<file path="config.mk">
export PLATFORM = sky130hd
export DESIGN_NAME = s_pe
export DESIGN_NICKNAME = d
export VERILOG_FILES = /design/src/logic/pe_cfg_pkg.sv /design/src/logic/pe_data_pkg.sv /design/src/logic/pe_operand_select.sv /design/src/logic/pe_divider.sv /design/src/logic/pe_fu.sv /design/src/logic/pe_delay_path.sv /design/src/logic/s_pe.sv
export SDC_FILE = /design/constraint.sdc
export NUM_CORES = 1
export LEC_CHECK = 0
export ABC_AREA = 1
export BUFFER_PORTS_ARGS = -buffer_cell sky130_fd_sc_hd__buf_2
export CELL_PAD_IN_SITES_DETAIL_PLACEMENT = 0
export CELL_PAD_IN_SITES_GLOBAL_PLACEMENT = 1
export CORE_AREA = 2 2 210 212
export CTS_CLUSTER_SIZE = 12
export DETAILED_ROUTE_END_ITERATION = 10
export DIE_AREA = 0 0 212 214
export GPL_TIMING_DRIVEN = 0
export PLACE_DENSITY_LB_ADDON = 0.1
export RECOVER_POWER = 100
export SYNTH_ARGS = -nofsm -noshare
export SYNTH_HDL_FRONTEND = slang
export SYNTH_HIERARCHICAL = 1
export SYNTH_SLANG_ARGS = --single-unit
</file>
<file path="constraint.sdc">
create_clock -name clk_cg -period 6.7 [get_ports clk_cg]
set_input_delay 0.335 -clock clk_cg [delete_from_list [all_inputs] [get_ports clk_cg]]
set_output_delay 0.335 -clock clk_cg [all_outputs]
set_load 0.01 [all_outputs]
</file>
<file path="src/logic/pe_cfg_pkg.sv">
//////////////////////////////////////////////////////////////////////
// PE configuration word and its selector encodings
// The word is static while the PE streams, so nothing here is timed
// Selector codes NEIGH1..NEIGH3 are only live when N_NEIGH allows
//////////////////////////////////////////////////////////////////////

package pe_cfg_pkg;

  // FU opcode, DIV and REM are unsigned and multi-cycle
  typedef enum logic [2:0] {
    NOP = 3'd0,
    ADD = 3'd1,
    SUB = 3'd2,
    MUL = 3'd3,
    MIN = 3'd4,
    DIV = 3'd5,
    REM = 3'd6
  } pe_op_t;

  // Operand source for muxes A and B
  typedef enum logic [2:0] {
    NEIGH0   = 3'd0,
    NEIGH1   = 3'd1,
    NEIGH2   = 3'd2,
    NEIGH3   = 3'd3,
    SELF     = 3'd4,
    CONST    = 3'd5,
    RF_IN    = 3'd6,
    DELAY_OP = 3'd7
  } pe_mux_sel_t;

  // What the delay path forwards to the next PE
  typedef enum logic [1:0] {
    D_PE_RES      = 2'd0,
    D_PE_OP_A     = 2'd1,
    D_PE_OP_B     = 2'd2,
    D_PE_DELAY_OP = 2'd3
  } delay_src_t;

  // Register-file capture source, code 3 writes nothing
  typedef enum logic [1:0] {
    RF_STREAM = 2'd0,
    RF_OP_A   = 2'd1,
    RF_OP_B   = 2'd2
  } rf_src_t;

  typedef struct packed {
    pe_op_t      op;
    pe_mux_sel_t sel_a;
    pe_mux_sel_t sel_b;
    logic        rf_en;
    rf_src_t     rf_src;
    logic [1:0]  rf_val;     // counter value that fires a stream capture
    logic [1:0]  delay_sel;  // neighbor delay input index
    delay_src_t  delay_src;
  } pe_ctrl_t;

endpackage

</file>
<file path="src/logic/pe_data_pkg.sv">
//////////////////////////////////////////////////////////////////////
// Data-path widths and the packed stream words of the PE
// Width is fixed here since every struct below depends on it
//////////////////////////////////////////////////////////////////////

package pe_data_pkg;

  localparam int PE_DATA_W = 16;
  // Register-file capture counter
  localparam int RF_CNT_W  = 2;

  typedef logic [PE_DATA_W-1:0] pe_word_t;

  // Stream word between PEs
  typedef struct packed {
    pe_word_t data;
    logic     valid;
  } pe_stream_t;

  // Delayed operand, side bit only carried through
  typedef struct packed {
    logic     side;
    pe_word_t data;
    logic     valid;
  } pe_delay_t;

  // Write port toward the array register file
  typedef struct packed {
    logic     en;
    pe_word_t data;
  } rf_wr_t;

endpackage

</file>
<file path="src/logic/pe_operand_select.sv">
//////////////////////////////////////////////////////////////////////
// Operand muxes A and B plus the one-entry register-file write port
// N_NEIGH must be 1 to 4, missing neighbors read as invalid
// SELF is always taken as valid, CONST and RF_IN too
//////////////////////////////////////////////////////////////////////

module pe_operand_select
  import pe_cfg_pkg::*;
  import pe_data_pkg::*;
#(
  parameter int N_NEIGH = 4
) (
  input  logic                      clk_cg,
  input  logic                      rst_n_i,
  input  logic                      pea_ready_i,
  input  pe_ctrl_t                  ctrl_i,
  input  pe_stream_t [N_NEIGH-1:0]  neigh_i,
  input  pe_word_t                  const_i,
  input  pe_stream_t                self_i,
  input  pe_word_t                  rf_d_i,
  input  logic [RF_CNT_W-1:0]       rf_match_i,
  input  pe_stream_t                delay_word_i,
  output pe_stream_t                op_a_o,
  output pe_stream_t                op_b_o,
  output rf_wr_t                    rf_wr_o
);

  // Neighbors padded to the four selector codes
  pe_stream_t          neigh_pad [4];
  // Candidates indexed by pe_mux_sel_t
  pe_stream_t          cand      [8];
  logic [RF_CNT_W-1:0] rf_cnt_q;
  logic                cnt_adv;

  for (genvar i = 0; i < 4; i++) begin : g_pad
    if (i < N_NEIGH) begin : g_live
      assign neigh_pad[i] = neigh_i[i];
    end else begin : g_tied
      assign neigh_pad[i] = '0;
    end
  end

  //////////////////////////////////////////////////////////////////////
  // Candidate vector and selection
  //////////////////////////////////////////////////////////////////////

  always_comb begin
    for (int i = 0; i < 4; i++) begin
      cand[i] = neigh_pad[i];
    end
    // Own result loops back, valid forced high
    cand[SELF].data      = self_i.data;
    cand[SELF].valid     = 1'b1;
    cand[CONST].data     = const_i;
    cand[CONST].valid    = 1'b1;
    // Word echoed back from the array register file
    cand[RF_IN].data     = rf_d_i;
    cand[RF_IN].valid    = 1'b1;
    cand[DELAY_OP]       = delay_word_i;
  end

  assign op_a_o = cand[ctrl_i.sel_a];
  assign op_b_o = cand[ctrl_i.sel_b];

  //////////////////////////////////////////////////////////////////////
  // Register-file capture
  //////////////////////////////////////////////////////////////////////

  // Counts accepted NEIGH0 words while capture is on
  assign cnt_adv = ctrl_i.rf_en && pea_ready_i && neigh_pad[0].valid;

  always_ff @(posedge clk_cg or negedge rst_n_i) begin
    if (!rst_n_i) begin
      rf_cnt_q <= '0;
    end else if (cnt_adv) begin
      // Wrap once the match value is reached
      if (rf_cnt_q == rf_match_i) begin
        rf_cnt_q <= '0;
      end else begin
        rf_cnt_q <= rf_cnt_q + 1'b1;
      end
    end
  end

  always_comb begin
    rf_wr_o = '0;
    if (ctrl_i.rf_en && pea_ready_i) begin
      case (ctrl_i.rf_src)
        RF_STREAM: begin
          rf_wr_o.en   = neigh_pad[0].valid && (rf_cnt_q == ctrl_i.rf_val);
          rf_wr_o.data = neigh_pad[0].data;
        end
        RF_OP_A: begin
          rf_wr_o.en   = op_a_o.valid;
          rf_wr_o.data = op_a_o.data;
        end
        RF_OP_B: begin
          rf_wr_o.en   = op_b_o.valid;
          rf_wr_o.data = op_b_o.data;
        end
        default: begin
          rf_wr_o = '0;
        end
      endcase
    end
  end

  // A register-file write never carries unknown data
  rf_wr_known_a: assert property (
    @(posedge clk_cg) disable iff (!rst_n_i)
    rf_wr_o.en |-> !$isunknown(rf_wr_o.data)
  );

endmodule

</file>
<file path="src/logic/pe_divider.sv">
//////////////////////////////////////////////////////////////////////
// Unsigned radix-2 restoring divider, one step per advancing cycle
// quot_o and rem_o show the result of the current step
// They are final only in the cycle where done_o is high
// Divide by zero gives all ones and the dividend as remainder
//////////////////////////////////////////////////////////////////////

module pe_divider
  import pe_data_pkg::*;
(
  input  logic     clk_cg,
  input  logic     rst_n_i,
  input  logic     flush_i,
  input  logic     pea_ready_i,
  input  logic     start_i,
  input  pe_word_t dividend_i,
  input  pe_word_t divisor_i,
  output logic     busy_o,
  output logic     done_o,
  output pe_word_t quot_o,
  output pe_word_t rem_o
);

  localparam int CNT_W = $clog2(PE_DATA_W);

  logic               busy_q;
  logic [CNT_W-1:0]   step_q;
  logic               last_step;
  // Partial remainder, dividend shifting into quotient, divisor
  pe_word_t           rem_q;
  pe_word_t           quot_q;
  pe_word_t           dvsr_q;
  // One extra bit for the shifted trial value
  logic [PE_DATA_W:0] shift_w;
  logic [PE_DATA_W:0] diff_w;
  logic               fits;

  //////////////////////////////////////////////////////////////////////
  // Shift-subtract step
  //////////////////////////////////////////////////////////////////////

  assign shift_w = {rem_q, quot_q[PE_DATA_W-1]};
  assign fits    = (shift_w >= {1'b0, dvsr_q});
  assign diff_w  = shift_w - {1'b0, dvsr_q};

  // Restore on a failed trial
  assign rem_o  = fits ? diff_w[PE_DATA_W-1:0] : shift_w[PE_DATA_W-1:0];
  assign quot_o = {quot_q[PE_DATA_W-2:0], fits};

  assign last_step = (step_q == CNT_W'(PE_DATA_W - 1));
  assign done_o    = busy_q && pea_ready_i && last_step && !flush_i;
  assign busy_o    = busy_q;

  always_ff @(posedge clk_cg or negedge rst_n_i) begin
    if (!rst_n_i) begin
      busy_q <= 1'b0;
      step_q <= '0;
      rem_q  <= '0;
      quot_q <= '0;
      dvsr_q <= '0;
    end else if (flush_i) begin
      // Abort, payload is dropped with busy
      busy_q <= 1'b0;
      step_q <= '0;
    end else if (pea_ready_i) begin
      if (start_i) begin
        busy_q <= 1'b1;
        step_q <= '0;
        rem_q  <= '0;
        quot_q <= dividend_i;
        dvsr_q <= divisor_i;
      end else if (busy_q) begin
        rem_q  <= rem_o;
        quot_q <= quot_o;
        step_q <= step_q + 1'b1;
        if (last_step) begin
          busy_q <= 1'b0;
        end
      end
    end
  end

  // FU must wait for ready before issuing the next division
  div_start_busy_a: assert property (
    @(posedge clk_cg) disable iff (!rst_n_i)
    busy_o |-> !start_i
  );

endmodule

</file>
<file path="src/logic/pe_fu.sv">
//////////////////////////////////////////////////////////////////////
// Functional unit and the PE output register
// ADD SUB MUL MIN are single cycle, MUL keeps the low half
// DIV and REM hold ready_o low for PE_DATA_W advancing cycles
// NOP and flush clear the result regardless of stall
// op_i may only change together with a flush while dividing
//////////////////////////////////////////////////////////////////////

module pe_fu
  import pe_cfg_pkg::*;
  import pe_data_pkg::*;
(
  input  logic       clk_cg,
  input  logic       rst_n_i,
  input  logic       flush_i,
  input  logic       pea_ready_i,
  input  pe_op_t     op_i,
  input  pe_stream_t op_a_i,
  input  pe_stream_t op_b_i,
  output pe_stream_t res_o,
  output logic       ready_o,
  output pe_word_t   rem_o,
  output logic       fu_done_o
);

  logic                   ops_valid;
  logic                   is_div;
  logic                   div_start;
  logic                   div_busy;
  logic                   div_done;
  logic                   fu_valid;
  pe_word_t               alu_res;
  pe_word_t               div_quot;
  pe_word_t               div_rem;
  pe_word_t               fu_out;
  pe_stream_t             res_q;

  assign ops_valid = op_a_i.valid && op_b_i.valid;
  assign is_div    = (op_i == DIV) || (op_i == REM);

  // Single-cycle datapath
  always_comb begin
    case (op_i)
      ADD:     alu_res = op_a_i.data + op_b_i.data;
      SUB:     alu_res = op_a_i.data - op_b_i.data;
      // Product truncated to the word width
      MUL:     alu_res = op_a_i.data * op_b_i.data;
      MIN:     alu_res = (op_a_i.data < op_b_i.data) ? op_a_i.data : op_b_i.data;
      default: alu_res = '0;
    endcase
  end

  //////////////////////////////////////////////////////////////////////
  // Divider sequencing
  //////////////////////////////////////////////////////////////////////

  // Launch on an accepted operand pair while idle
  assign div_start = is_div && ops_valid && pea_ready_i && !div_busy && !flush_i;

  pe_divider u_divider (
    .clk_cg      (clk_cg),
    .rst_n_i     (rst_n_i),
    .flush_i     (flush_i),
    .pea_ready_i (pea_ready_i),
    .start_i     (div_start),
    .dividend_i  (op_a_i.data),
    .divisor_i   (op_b_i.data),
    .busy_o      (div_busy),
    .done_o      (div_done),
    .quot_o      (div_quot),
    .rem_o       (div_rem)
  );

  assign fu_valid = is_div ? div_done : ops_valid;
  assign fu_out   = !is_div ? alu_res : ((op_i == DIV) ? div_quot : div_rem);

  //////////////////////////////////////////////////////////////////////
  // Output register
  //////////////////////////////////////////////////////////////////////

  always_ff @(posedge clk_cg or negedge rst_n_i) begin
    if (!rst_n_i) begin
      res_q <= '0;
    end else if (flush_i || (op_i == NOP)) begin
      res_q <= '0;
    end else if (pea_ready_i) begin
      res_q.valid <= fu_valid;
      // Data keeps the last valid result
      if (fu_valid) begin
        res_q.data <= fu_out;
      end
    end
  end

  assign res_o     = res_q;
  assign ready_o   = !div_busy;
  assign rem_o     = div_rem;
  assign fu_done_o = div_done;

  // Quotient or remainder pick relies on a steady opcode
  op_stable_div_a: assert property (
    @(posedge clk_cg) disable iff (!rst_n_i)
    (div_busy && !flush_i) |-> $stable(op_i)
  );

endmodule

</file>
<file path="src/logic/pe_delay_path.sv">
//////////////////////////////////////////////////////////////////////
// Delayed-operand forwarding toward the next PE
// One register stage, advancing only with pea_ready_i
// Side bit always comes from the selected neighbor input
// Under DIV or REM the result source carries the remainder
//////////////////////////////////////////////////////////////////////

module pe_delay_path
  import pe_cfg_pkg::*;
  import pe_data_pkg::*;
#(
  parameter int N_NEIGH = 4
) (
  input  logic                     clk_cg,
  input  logic                     rst_n_i,
  input  logic                     flush_i,
  input  logic                     pea_ready_i,
  input  logic [1:0]               delay_sel_i,
  input  delay_src_t               delay_src_i,
  input  logic                     div_op_i,
  input  pe_delay_t [N_NEIGH-1:0]  neigh_delay_i,
  input  pe_stream_t               op_a_i,
  input  pe_stream_t               op_b_i,
  input  pe_stream_t               res_i,
  input  pe_word_t                 rem_i,
  input  logic                     fu_done_i,
  output pe_stream_t               delay_word_o,
  output pe_delay_t                delay_o
);

  pe_delay_t nd_pad [4];
  pe_delay_t nd_sel;
  pe_delay_t delay_d;
  pe_delay_t delay_q;

  // Unused neighbor codes read as invalid
  for (genvar i = 0; i < 4; i++) begin : g_pad
    if (i < N_NEIGH) begin : g_live
      assign nd_pad[i] = neigh_delay_i[i];
    end else begin : g_tied
      assign nd_pad[i] = '0;
    end
  end

  assign nd_sel             = nd_pad[delay_sel_i];
  // Feeds the DELAY_OP operand candidate
  assign delay_word_o.data  = nd_sel.data;
  assign delay_word_o.valid = nd_sel.valid;

  //////////////////////////////////////////////////////////////////////
  // Source select and register
  //////////////////////////////////////////////////////////////////////

  always_comb begin
    delay_d.side = nd_sel.side;
    case (delay_src_i)
      D_PE_RES: begin
        // Remainder leaves with the divider done pulse
        delay_d.data  = div_op_i ? rem_i : res_i.data;
        delay_d.valid = div_op_i ? fu_done_i : res_i.valid;
      end
      D_PE_OP_A: begin
        delay_d.data  = op_a_i.data;
        delay_d.valid = op_a_i.valid;
      end
      D_PE_OP_B: begin
        delay_d.data  = op_b_i.data;
        delay_d.valid = op_b_i.valid;
      end
      default: begin
        delay_d.data  = nd_sel.data;
        delay_d.valid = nd_sel.valid;
      end
    endcase
  end

  always_ff @(posedge clk_cg or negedge rst_n_i) begin
    if (!rst_n_i) begin
      delay_q <= '0;
    end else if (flush_i) begin
      delay_q <= '0;
    end else if (pea_ready_i) begin
      delay_q <= delay_d;
    end
  end

  assign delay_o = delay_q;

endmodule

</file>
<file path="src/logic/s_pe.sv">
//////////////////////////////////////////////////////////////////////
// Streaming PE with an iterative divider in its FU
// Clock arrives already gated, ctrl_i is static while streaming
// pea_ready_i low freezes every register except on flush_i
//////////////////////////////////////////////////////////////////////

module s_pe
  import pe_cfg_pkg::*;
  import pe_data_pkg::*;
#(
  parameter int N_NEIGH = 4
) (
  input  logic                     clk_cg,
  input  logic                     rst_n_i,
  input  logic                     flush_i,
  input  logic                     pea_ready_i,
  input  pe_ctrl_t                 ctrl_i,
  input  pe_stream_t [N_NEIGH-1:0] neigh_i,
  input  pe_word_t                 const_i,
  input  pe_word_t                 rf_d_i,
  input  logic [RF_CNT_W-1:0]      rf_match_i,
  input  pe_delay_t [N_NEIGH-1:0]  neigh_delay_i,
  output pe_stream_t               res_o,
  output logic                     ready_o,
  output rf_wr_t                   rf_wr_o,
  output pe_delay_t                delay_o
);

  pe_stream_t op_a;
  pe_stream_t op_b;
  pe_stream_t res;
  pe_stream_t delay_word;
  pe_word_t   rem_word;
  logic       fu_done;
  logic       div_op;

  assign div_op = (ctrl_i.op == DIV) || (ctrl_i.op == REM);
  assign res_o  = res;

  pe_operand_select #(
    .N_NEIGH (N_NEIGH)
  ) u_operand_select (
    .clk_cg       (clk_cg),
    .rst_n_i      (rst_n_i),
    .pea_ready_i  (pea_ready_i),
    .ctrl_i       (ctrl_i),
    .neigh_i      (neigh_i),
    .const_i      (const_i),
    .self_i       (res),
    .rf_d_i       (rf_d_i),
    .rf_match_i   (rf_match_i),
    .delay_word_i (delay_word),
    .op_a_o       (op_a),
    .op_b_o       (op_b),
    .rf_wr_o      (rf_wr_o)
  );

  pe_fu u_fu (
    .clk_cg      (clk_cg),
    .rst_n_i     (rst_n_i),
    .flush_i     (flush_i),
    .pea_ready_i (pea_ready_i),
    .op_i        (ctrl_i.op),
    .op_a_i      (op_a),
    .op_b_i      (op_b),
    .res_o       (res),
    .ready_o     (ready_o),
    .rem_o       (rem_word),
    .fu_done_o   (fu_done)
  );

  pe_delay_path #(
    .N_NEIGH (N_NEIGH)
  ) u_delay_path (
    .clk_cg        (clk_cg),
    .rst_n_i       (rst_n_i),
    .flush_i       (flush_i),
    .pea_ready_i   (pea_ready_i),
    .delay_sel_i   (ctrl_i.delay_sel),
    .delay_src_i   (ctrl_i.delay_src),
    .div_op_i      (div_op),
    .neigh_delay_i (neigh_delay_i),
    .op_a_i        (op_a),
    .op_b_i        (op_b),
    .res_i         (res),
    .rem_i         (rem_word),
    .fu_done_i     (fu_done),
    .delay_word_o  (delay_word),
    .delay_o       (delay_o)
  );

endmodule

</file>
==> results by group <==
Synth
  • Synth Instances: 3,007
  • Largest family of logic cells by synthesized area: simple AND/OR/NAND/NOR gates
  • Top FF cell, synth: dfrtp_1
  • Mapped cell area: 17,400 um2
  • Post-synthesis adder-cell area fraction: 16.5%
  • Synth cell types: between 50 and 60
  • EDFF count, synth: 0
  • FF+latch count, synth: 90
  • Area leader, netlist: nand2_1
  • Syn Area/Cell: roughly 5.8 um2
  • Post-synthesis mux area share: 0%
  • Synth Area in Compound Gates: 8.03%
  • Register area share after synthesis: between 10% and 20%
  • XOR/XNOR Fraction of Synth Area: less than 1%
  • Synth top area share: 22.8%
  • Most area-consuming cells after synthesis: nand2_1 (23%), dfrtp_1 (13%), inv_1 (13%)
  • Ys Warns: 6
  • Syn nets: 3,383
  • Synth async-reset ratio: 100%
  • Post-synthesis simple-gate area fraction: a little over two fifths

Die
  • I/O pin cnt: 249
  • Initial Utilization: 40.6%
  • Die ar.: 45,400 um2
  • FP Rows: 76
  • Die height: 214 um
  • Core region area: about 43,000 um2
  • Horiz. Die Dim: roughly 210 um

Critical path
  • Crit path kind: input pin to register
  • CP dominant cell by count: inv_1
  • CP max stage delay: ~530 ps
  • Worst Path Required: between 6000 and 7000 ps
  • Crit Path Max Fanout: 10
  • CP Launch Type: input pin
  • Worst EP arrival: 6690 ps
  • Worst path slowest cell: fa_1
  • CP Capture Type: register

Finish
  • FF+latch area: 2250 um2
  • Commonest cells after routing, fill and taps aside: nand2_1 (1,060), inv_1 (581), nand3_1 (406)
  • N_diodes: 0
  • Final #Nets: ~3,700
  • Layout fillers: ~4,700
  • Ratio of cells with drive above 1 in the final layout: 14.5%
  • Area of the multi-input gates: about 12,000 um2
  • Final core occ: 46.3%
  • Synth-to-Final Area Change: 14.0%
  • Most common cell after layout, fill and taps aside: nand2_1

STA
  • Pins Over Slew Limit: 93
  • Unrepaired setup endpoints after global routing: true
  • Achievable frequency: 0.155 GHz
  • Layout Skew: 11.3 ps
  • Endpoints failing hold: 0
  • Slew HR: -138%
  • Tmin final: roughly 6500 ps
  • Worst-margin pin slew: 3560 ps
  • Setup WS post-layout: 250 ps
  • Fin crit share: between 90% and 100%
  • Finish-stage setup viols: 0

Detailed routing
  • First DRT Iteration DRCs: 2,166
  • Final WL: 76.5 mm
  • Routed Antenna Nets: 0
  • DR vias/cell: between 5 and 6
  • Avg WL per Cell: 19.8 um
  • DRC: 0
  • Via count: about 20,000
  • Router iterations before antenna repair: 6

Power and ir drop
  • Gate power share: a little over 80%
  • Net Switching: 4.19 mW
  • PwrDens: 367 nW/um2
  • Sequential share of power: 9.8%
  • Pint: 3.11 mW
  • Clock share of power: 7.1%
  • Net Sw Frac: 57.4%
  • Pleak: 11.9 nW
  • Max VDD drop: 0.446 mV

Flow run
  • Max Cap Viol: 2

Status
  • Status: complete, but fails checks
  • Failing checks: capacitance limit, slew limit

Placed design
  • HPWL Detailed: 62.8 mm
  • GP Congestion: 0.988
  • Number of port buffers: approximately 240
  • DP Worst Slack: -1250 ps

Clock tree
  • Clock buffer depth: 2
  • Clock Latency Late Sink: 360 ps
  • Clock Sinks: 90
  • TritonCTS clock tree: built
  • Clock root cell: clkbuf_16
  • Inserted Clock Buffers: 9
  • Clk pin slew, worst setup/hold paths: 70 ps
  • H-tree Lvls: 3

GRT
  • Number of antenna violations at the first check in global routing: 3
  • Grt total ovfl: 0
  • First-pass GRT wire length: 114 mm
  • GR Util All Layers: approximately a third
  • Number of global-route vias before repair: 19,122
  • Pin count of the biggest net entering global routing: 64

Min path
  • Worst Hold Class: input pin to register
==> final timing paths <==
path / start / endpoint / slack (ps) / cells past startpoint
worst min register to register: u_fu/u_divider/step_q[3]$_DFFE_PN0P_ / u_fu/u_divider/step_q[3]$_DFFE_PN0P_ / 470 / 1
worst max-delay path: ctrl_i[3] / u_fu/res_o[15]$_DFFE_PN0P_ / 250 / 36
max in group asynchronous: rst_n_i / u_fu/u_divider/rem_q[1]$_DFFE_PN0P_ / 1710 / 3
worst max register to register: u_fu/res_o[6]$_DFFE_PN0P_ / u_fu/res_o[15]$_DFFE_PN0P_ / 420 / 30
worst min-delay path: neigh_delay_i[17] / u_delay_path/delay_o[17]$_DFFE_PN0P_ / 320 / 5
min in group asynchronous: rst_n_i / u_fu/u_divider/rem_q[12]$_DFFE_PN0P_ / 910 / 2
==> state kept, by name, summed over array words and instances (netlist names) <==
register                   cells
u_fu/u_divider/quot_q         16
u_fu/u_divider/step_q          4
u_delay_path/delay_o          18
u_fu/u_divider/rem_q          16
u_fu/u_divider/busy_o          1
u_fu/u_divider/dvsr_q         16
u_operand_select/rf_cnt_q      2
u_fu/res_o                    17
==> power groups by stage <==
| stage | combinational [mW] | sequential (mW) | clock, mW |
|---|---|---|---|
| floorplan | 4.09 | 0.701 | 0 |
| global placement | 5.71 | 0.717 | 0 |
| detailed placement | 5.80 | 0.719 | 0 |
| CTS | 5.84 | 0.710 | 0.523 |
| global route | 6.86 | 0.721 | 0.547 |
| finish | 6.06 | 0.711 | 0.519 |
==> cells by family (layout without fill, tap and decap cells) <==
group | count (synthesis) | in the layout
compound gates | 238 | 238
xor+xnor | 16 | 16
fa+ha+maj | 180 | 180
buf+inv | 753 | 1031
flops | 90 | 90
simple gates | 1730 | 1730
==> layout make-up <==
type	count	share of cell area, %
flip-flops and latches	90	11.3
well taps	585	3.69
multi-input cells	2164	60.3
inverters	601	11.4
repair buffers	269	6.85
clock inverters	7	0.328
clock buffers	9	1.13
plain buffers	145	4.98
==> stage by stage <==
step | cell area (um2) | TNS, ps | hold slack [ps] | cells | power (mW)
after detailed placement | 19400 | -7410 | 296 | 3832 | 6.52
after global placement | 19300 | -6660 | 449 | 3831 | 6.42
after CTS | 19700 | 0 | 307 | 3844 | 7.07
after global routing | 19800 | -47.5 | 331 | 3870 | 8.13
after floorplan | 17400 | 0 | 39.4 | 3007 | 4.80
final | 19800 | 0 | 318 | 3870 | 7.29
==> timing repair <==
action                     in CTS  in global routing
hold buffers                    1                  0
setup buffers                   1                 27
setup endpoints to repair       7                  7
gates cloned                    0                  0
pin swaps                       0                  5
resized for setup              38                 67
hold endpoints to repair       27                  0
==> cells in the mapped netlist (10+ instances only) <==
cell,number
clkbuf_1,26
buf_4,39
or2_2,16
and2_1,39
o21ai_1,19
nor2_1,99
inv_2,14
buf_6,17
nor2_2,29
fa_1,83
nand2_2,10
buf_2,62
ha_1,97
o211ai_1,31
dfrtp_1,90
inv_1,582
a21oi_1,69
xor2_1,13
o21ai_0,80
nand4_1,21
nand3_1,406
nor3_1,15
nand2_1,1058
==> critical path: cells and delay by family <==
family	cells	cell delay, ps
buffers and inverters	13	1330
adder cells (fa/ha/maj)	7	3240
AO/OA/AOI/OAI	4	520
AND/OR/NAND/NOR	12	1260
==> per-layer routing <==
| layer | vias up | part of all wire (%) | global-route usage (%) |
|---|---|---|---|
| met5 | - | 0.017 | 0 |
| met4 | 2 | 4.5 | 13.4 |
| met3 | 122 | 7.5 | 3.93 |
| met2 | 926 | 44 | 52.0 |
| met1 | 9450 | 44 | 46.7 |
| li1 | 9751 | - | - |
(Power assumes the default switching activity.)
